## config.mk

```make
export PLATFORM = sky130hd
export DESIGN_NAME = exe_lane_flat
export DESIGN_NICKNAME = d
export VERILOG_FILES = /design/src/alu_op_pkg.sv /design/src/exe_cfg_pkg.sv /design/src/stage_if.sv /design/src/exe_lane.sv /design/src/flat_wrapper.sv
export SDC_FILE = /design/constraint.sdc
export NUM_CORES = 1
export LEC_CHECK = 0
export ABC_CLOCK_PERIOD_IN_PS = 10400
export BUFFER_PORTS_ARGS = -buffer_cell sky130_fd_sc_hd__buf_2
export CAP_MARGIN = 15
export CORE_MARGIN = 2
export CORE_UTILIZATION = 30
export DETAILED_ROUTE_END_ITERATION = 10
export PLACE_DENSITY = 0.46
export SYNTH_ARGS = -nofsm -noshare
export SYNTH_HDL_FRONTEND = slang
export SYNTH_SLANG_ARGS = --single-unit
```

## constraint.sdc

```tcl
create_clock -name clk -period 10.4 [get_ports clk]
set_input_delay 0.52 -clock clk [delete_from_list [all_inputs] [get_ports clk]]
set_output_delay 0.52 -clock clk [all_outputs]
set_load 0.005 [all_outputs]
```

## src/alu_op_pkg.sv

```systemverilog
`default_nettype none

package alu_op_pkg;

    // Operands are rj and rk, MERGE also reads the old rd
    typedef enum logic [3:0] {
        ALU_ADD   = 4'h0,  // rj + rk
        ALU_SUB   = 4'h1,  // rj - rk
        ALU_AND   = 4'h2,
        ALU_OR    = 4'h3,
        ALU_XOR   = 4'h4,
        ALU_SLL   = 4'h5,  // Shift amount is rk[4:0]
        ALU_SRL   = 4'h6,  // Logical, zero fill
        ALU_SLT   = 4'h7,  // Signed compare, result is 0 or 1
        ALU_MERGE = 4'h8   // rj where rk is set, old rd elsewhere
    } alu_op_e;

endpackage

`default_nettype wire

```

## src/exe_cfg_pkg.sv

```systemverilog
`default_nettype none

package exe_cfg_pkg;

    localparam int DATA_W    = 32;
    localparam int REG_COUNT = 32;
    localparam int REG_IDX_W = $clog2(REG_COUNT);
    localparam int SHAMT_W   = 5;  // Shifts use the low bits of rk only
    localparam int MAX_LANES = 2;

    // Each lane reads rj, rk and its old rd, in this slot order
    localparam int SRC_PER_LANE = 3;
    localparam int OP_J = 0;
    localparam int OP_K = 1;
    localparam int OP_D = 2;

    typedef logic [DATA_W-1:0]             data_t;
    typedef logic [REG_IDX_W-1:0]          reg_idx_t;
    typedef logic [SHAMT_W-1:0]            shamt_t;
    typedef logic [$clog2(MAX_LANES)-1:0]  lane_idx_t;

endpackage

`default_nettype wire

```

## src/stage_if.sv

```systemverilog
`timescale 1ns/1ns
`default_nettype none

// One stage register of one lane, seen by forwarding and by writeback
interface stage_if import exe_cfg_pkg::*; ();
    logic     wen;     // Valid, writes rd, and rd is not r0
    reg_idx_t rd;
    data_t    result;
    logic     valid;

    modport src (output wen, rd, result, valid);
    modport fwd (input wen, rd, result);
    modport wb  (input wen, rd, result, valid);
endinterface

// Instruction in exe0 with its forwarded operands
interface exe0_if import exe_cfg_pkg::*, alu_op_pkg::*; ();
    logic     valid;
    alu_op_e  op;
    reg_idx_t rd;
    data_t    opj;
    data_t    opk;
    data_t    opd;

    modport drv  (output valid, op, rd, opj, opk, opd);
    modport lane (input valid, op, rd, opj, opk, opd);
endinterface

`default_nettype wire

```

## src/exe_lane.sv

```systemverilog
`timescale 1ns/1ns
`default_nettype none

module exe_lane import exe_cfg_pkg::*, alu_op_pkg::*; (
    input logic  clk,
    input logic  rst_n,
    exe0_if.lane ex0,
    stage_if.src s1,
    stage_if.src s2,
    stage_if.src s3
);

    data_t  alu_res;
    shamt_t shamt;

    assign shamt = ex0.opk[SHAMT_W-1:0];

    always_comb begin
        case (ex0.op)
            ALU_ADD:   alu_res = ex0.opj + ex0.opk;
            ALU_SUB:   alu_res = ex0.opj - ex0.opk;
            ALU_AND:   alu_res = ex0.opj & ex0.opk;
            ALU_OR:    alu_res = ex0.opj | ex0.opk;
            ALU_XOR:   alu_res = ex0.opj ^ ex0.opk;
            ALU_SLL:   alu_res = ex0.opj << shamt;
            ALU_SRL:   alu_res = ex0.opj >> shamt;
            ALU_SLT:   alu_res = data_t'($signed(ex0.opj) < $signed(ex0.opk));
            ALU_MERGE: alu_res = (ex0.opj & ex0.opk) | (ex0.opd & ~ex0.opk);
            default:   alu_res = '0;
        endcase
    end

    // Control flags of the three stage registers
    always_ff @(posedge clk) begin
        if (!rst_n) begin
            s1.valid <= 1'b0;
            s1.wen   <= 1'b0;
            s2.valid <= 1'b0;
            s2.wen   <= 1'b0;
            s3.valid <= 1'b0;
            s3.wen   <= 1'b0;
        end else begin
            s1.valid <= ex0.valid;
            s1.wen   <= ex0.valid && (ex0.rd != '0);  // r0 results are dropped here
            s2.valid <= s1.valid;
            s2.wen   <= s1.wen;
            s3.valid <= s2.valid;
            s3.wen   <= s2.wen;
        end
    end

    always_ff @(posedge clk) begin
        s1.rd     <= ex0.rd;
        s1.result <= alu_res;
        s2.rd     <= s1.rd;
        s2.result <= s1.result;
        s3.rd     <= s2.rd;
        s3.result <= s2.result;
    end

    // Opcodes come straight from the issue ports of the top level
    a_op_legal: assert property (@(posedge clk) disable iff (!rst_n)
        ex0.valid |-> !$isunknown(ex0.op) && ex0.op inside {ALU_ADD, ALU_SUB, ALU_AND,
            ALU_OR, ALU_XOR, ALU_SLL, ALU_SRL, ALU_SLT, ALU_MERGE});

endmodule

`default_nettype wire

```

## src/flat_wrapper.sv

```systemverilog
// flat-port wrapper written by rule: the top's interface ports become plain ports
module exe_lane_flat import exe_cfg_pkg::*, alu_op_pkg::*;
  (clk, rst_n, ex0_valid, ex0_op, ex0_rd, ex0_opj, ex0_opk, ex0_opd, s1_wen, s1_rd, s1_result, s1_valid, s2_wen, s2_rd, s2_result, s2_valid, s3_wen, s3_rd, s3_result, s3_valid);
  exe0_if ex0_i ();
  stage_if s1_i ();
  stage_if s2_i ();
  stage_if s3_i ();
  input logic clk;
  input logic rst_n;
  input wire logic [$bits(ex0_i.valid)-1:0] ex0_valid;
  input wire logic [$bits(ex0_i.op)-1:0] ex0_op;
  input wire logic [$bits(ex0_i.rd)-1:0] ex0_rd;
  input wire logic [$bits(ex0_i.opj)-1:0] ex0_opj;
  input wire logic [$bits(ex0_i.opk)-1:0] ex0_opk;
  input wire logic [$bits(ex0_i.opd)-1:0] ex0_opd;
  output wire logic [$bits(s1_i.wen)-1:0] s1_wen;
  output wire logic [$bits(s1_i.rd)-1:0] s1_rd;
  output wire logic [$bits(s1_i.result)-1:0] s1_result;
  output wire logic [$bits(s1_i.valid)-1:0] s1_valid;
  output wire logic [$bits(s2_i.wen)-1:0] s2_wen;
  output wire logic [$bits(s2_i.rd)-1:0] s2_rd;
  output wire logic [$bits(s2_i.result)-1:0] s2_result;
  output wire logic [$bits(s2_i.valid)-1:0] s2_valid;
  output wire logic [$bits(s3_i.wen)-1:0] s3_wen;
  output wire logic [$bits(s3_i.rd)-1:0] s3_rd;
  output wire logic [$bits(s3_i.result)-1:0] s3_result;
  output wire logic [$bits(s3_i.valid)-1:0] s3_valid;
  assign ex0_i.valid = ex0_valid;
  assign ex0_i.op = ex0_op;
  assign ex0_i.rd = ex0_rd;
  assign ex0_i.opj = ex0_opj;
  assign ex0_i.opk = ex0_opk;
  assign ex0_i.opd = ex0_opd;
  assign s1_wen = s1_i.wen;
  assign s1_rd = s1_i.rd;
  assign s1_result = s1_i.result;
  assign s1_valid = s1_i.valid;
  assign s2_wen = s2_i.wen;
  assign s2_rd = s2_i.rd;
  assign s2_result = s2_i.result;
  assign s2_valid = s2_i.valid;
  assign s3_wen = s3_i.wen;
  assign s3_rd = s3_i.rd;
  assign s3_result = s3_i.result;
  assign s3_valid = s3_i.valid;
  exe_lane u_core (.clk(clk), .rst_n(rst_n), .ex0(ex0_i), .s1(s1_i), .s2(s2_i), .s3(s3_i));
endmodule
```

==> reports/results.ini <==
[floorplan]
start_util_pct = 30.45
io_pins = 225
coreArea_mm2 = 0.03661
die_h_um = 196.8
rows = 70
dieArea_mm2 = 0.03872
die_w_um = 196.8

[clock_network]
hold_buffers = 0
cts_resized = 0
cts_tree = yes
h-tree-depth = 4
numCtsBuffers = 17
clockRootBuffer = clkbuf_16
clockBufferDepth = 2
cts.sink_count = 117
clk_latency_ps = 430
postCtsSetupBuffers = 0
clkTransAtPathRegs_ps = 60

[detailed_routing]
drtAntennaViolNets = 0
routed_via_density = 5.963
wl_um = 52440
firstDrtPassIters = 8
wl_per_cell_um = 25.62
via_count = 12210
drt_drc_violations_left = 0
drt-initial-drc-count = 1617

[critical_path]
rrSetupSlack_ps = 9820
slowest_delay_ps = 520
cpMaxStageDelayCell = buf_4
ff2ff_path_depth = 1
crit_buf_inv = 4
r2r_end = u_core.s2.wen
critPathTopFamily = compound AO/OA/AOI/OAI gates
arrival_ps = 4730
critPathLaunchType = input port
critical_path_class = in2reg
cp_cell_sequence = buf_2, buf_4, clkinv_1, buf_4, ha_1, a211oi_1, nor3_1, o41ai_2, a211o_1, and3_1, o21ai_0, a2111oi_0, a22o_1, o21ai_0
reg2reg_from = u_core.s1.wen
end_kind = flip-flop
required_ps = 10670
path_max_fanout = 61

[global_route]
grtUsageTotal_pct = 26.27
grt_pass1_wl_um = 75610
overflow = 0
antenna_found_initial = 0
first_global_vias = 11360
grt_max_degree = 64

[power_and_ir_drop]
seq_power_share_pct = 30.8
clkPwrFrac_pct = 34.8
ir_worst_vdd_uv = 109.8
static-leakage-power_nw = 5.949
swShare_pct = 36.35
power.internal_mw = 1.112
p_switching_uw = 635.3
pwr-share-comb_pct = 34.4
powerDensity_mw_per_mm2 = 132.3

[timing]
max_slew_margin_pct = 27.57
slew_violations = 0
min_period_over_period_pct = 42.90
hold_viol = 0
fin_ws_ps = 5938
finalSetupViolations = 0
tns_ps = 0
fmax_mhz = 224.1
rsz0062_at_grt = no
finClkSkew_ps = 13.25
fin_crit_ps = 4462
worstMarginPinSlew_ps = 1059

[yosys]
synth_area_leaders = dfxtp_1 21%, ha_1 11%, mux2i_1 6.8%, mux4_2 5.3%, a21oi_1 5.2%
ys_top_cells_by_count = 143 x nor2_1, 117 x dfxtp_1, 115 x a21oi_1, 107 x nand2_1, 97 x ha_1
yosysWarnings = 0
ys_seq_area_share_pct = 21.01
syn-num-nets = 1612
synth_edf_count = 0
syn_avg_cell_area_um2 = 7.936
yosys_most_used_dff = dfxtp_1
syn_inst = 1405
synth.most_common_cell = nor2_1
synth_top_area_cell = dfxtp_1
async_reset_ff_share_pct = 0
yosysTopAreaCellShare_pct = 21.01
ys_types = 82
syn_area_mm2 = 0.01115
synth_seq_cells = 117

[flow_run]
maxCapViolCount = 0

[placement]
gp_congestion = 0.9956
dp.cells = 2014
place_ws_ps = 5649
dp_hpwl_um = 40730
post_dp_cell_area_mm2 = 0.01260
io_buffers = 224

[finish]
layoutNonFillerInstCount = 2047
drive_gt1_share_pct = 22.89
nets = 1772
syn_to_final_growth_pct = 18.46
finalInstanceArea_mm2 = 0.01321

[hold_path]
whs_endpoint = u_core.s1.rd[0]
hold_depth = 1
min-delay-start = ex0_rd[0]
hold_path_class = in2reg

[status]
status = finished clean

-- state kept, by name, indices dropped and copies added, names as in the netlist --
register          flops
u_core.s1.result     32
u_core.s2.wen         1
u_core.s2.rd          5
u_core.s2.valid       1
u_core.s3.result     32
u_core.s1.rd          5
u_core.s1.valid       1
u_core.s3.rd          5
u_core.s3.wen         1
u_core.s2.result     32
u_core.s1.wen         1
u_core.s3.valid       1
-- layout by cell type (no fill, tap or decap), types with 21 or more instances in the layout --
master / count
buf_2: 223
nor2_1: 142
dfxtp_1: 117
a21oi_1: 115
nand2_1: 107
ha_1: 97
o21ai_0: 93
inv_1: 87
mux2i_1: 76
nor3_1: 40
mux2_2: 31
mux4_2: 26
o22ai_1: 25
nand3_1: 21
buf_4: 21
-- power groups by stage --
stage / registers (mW) / logic, mW / clock network, mW
2_1_floorplan: 0.553 / 0.332 / 0
3_3_place_gp: 0.548 / 0.589 / 0
3_5_place_dp: 0.549 / 0.585 / 0
4_1_cts: 0.539 / 0.588 / 0.626
5_1_grt: 0.546 / 0.644 / 0.643
6_report: 0.538 / 0.601 / 0.608
-- final cells by class --
cell class              instances  area, um2
well taps                     468      585.6
flip-flops and latches        117       2342
clock buffers                  17      425.4
multi-input cells            1094       8055
inverters                      90      340.3
repair buffers                245       1277
clock inverters                14      176.4
fillers                      3893      23400
diodes                          2      5.005
-- cells by family (layout without fill, tap and decap cells) --
logic type,Yosys count,in the layout,share of synthesized area [%]
other,0,2,0
adders and majority gates,99,99,11.24
buffers and inverters,194,366,7.059
AOI/OAI and AO/OA,461,461,28.76
muxes,133,133,15.21
and+or+nand+nor,400,400,16.64
xor gates and xnor gates,1,1,0.07857
DFF,117,117,21.01
-- stage by stage --
stage               power (mW)  util [%]  hold slack [ps]
detailed placement       1.134     34.42            329.7
finish                   1.748     36.08            207.2
floorplan               0.8843         -            352.8
CTS                      1.754     36.06            193.3
global route             1.833     36.06            196.1
global placement         1.136     34.41            327.1
-- worst max path at each step --
stage,startpoint,to,slack (ps),cells after the start
CTS,ex0_opk[2],u_core.s1.result[30],6080,14
finish,ex0_opk[2],u_core.s1.result[28],5940,14
floorplan,ex0_opk[2],u_core.s1.result[30],5870,15
global placement,ex0_opk[2],u_core.s1.result[30],5700,14
detailed placement,ex0_opk[2],u_core.s1.result[30],5650,14
global route,ex0_opk[2],u_core.s1.result[28],5750,14
-- layer usage --
layer / up-vias / GRT usage, % / wire, um
li1: 5570 / - / -
met1: 5954 / 37.85 / 24070
met2: 623 / 40.52 / 22760
met3: 60 / 4.449 / 4541
met4: 0 / 6.544 / 1064
met5: - / 0 / 0
Power figures use the tool's default switching activity.
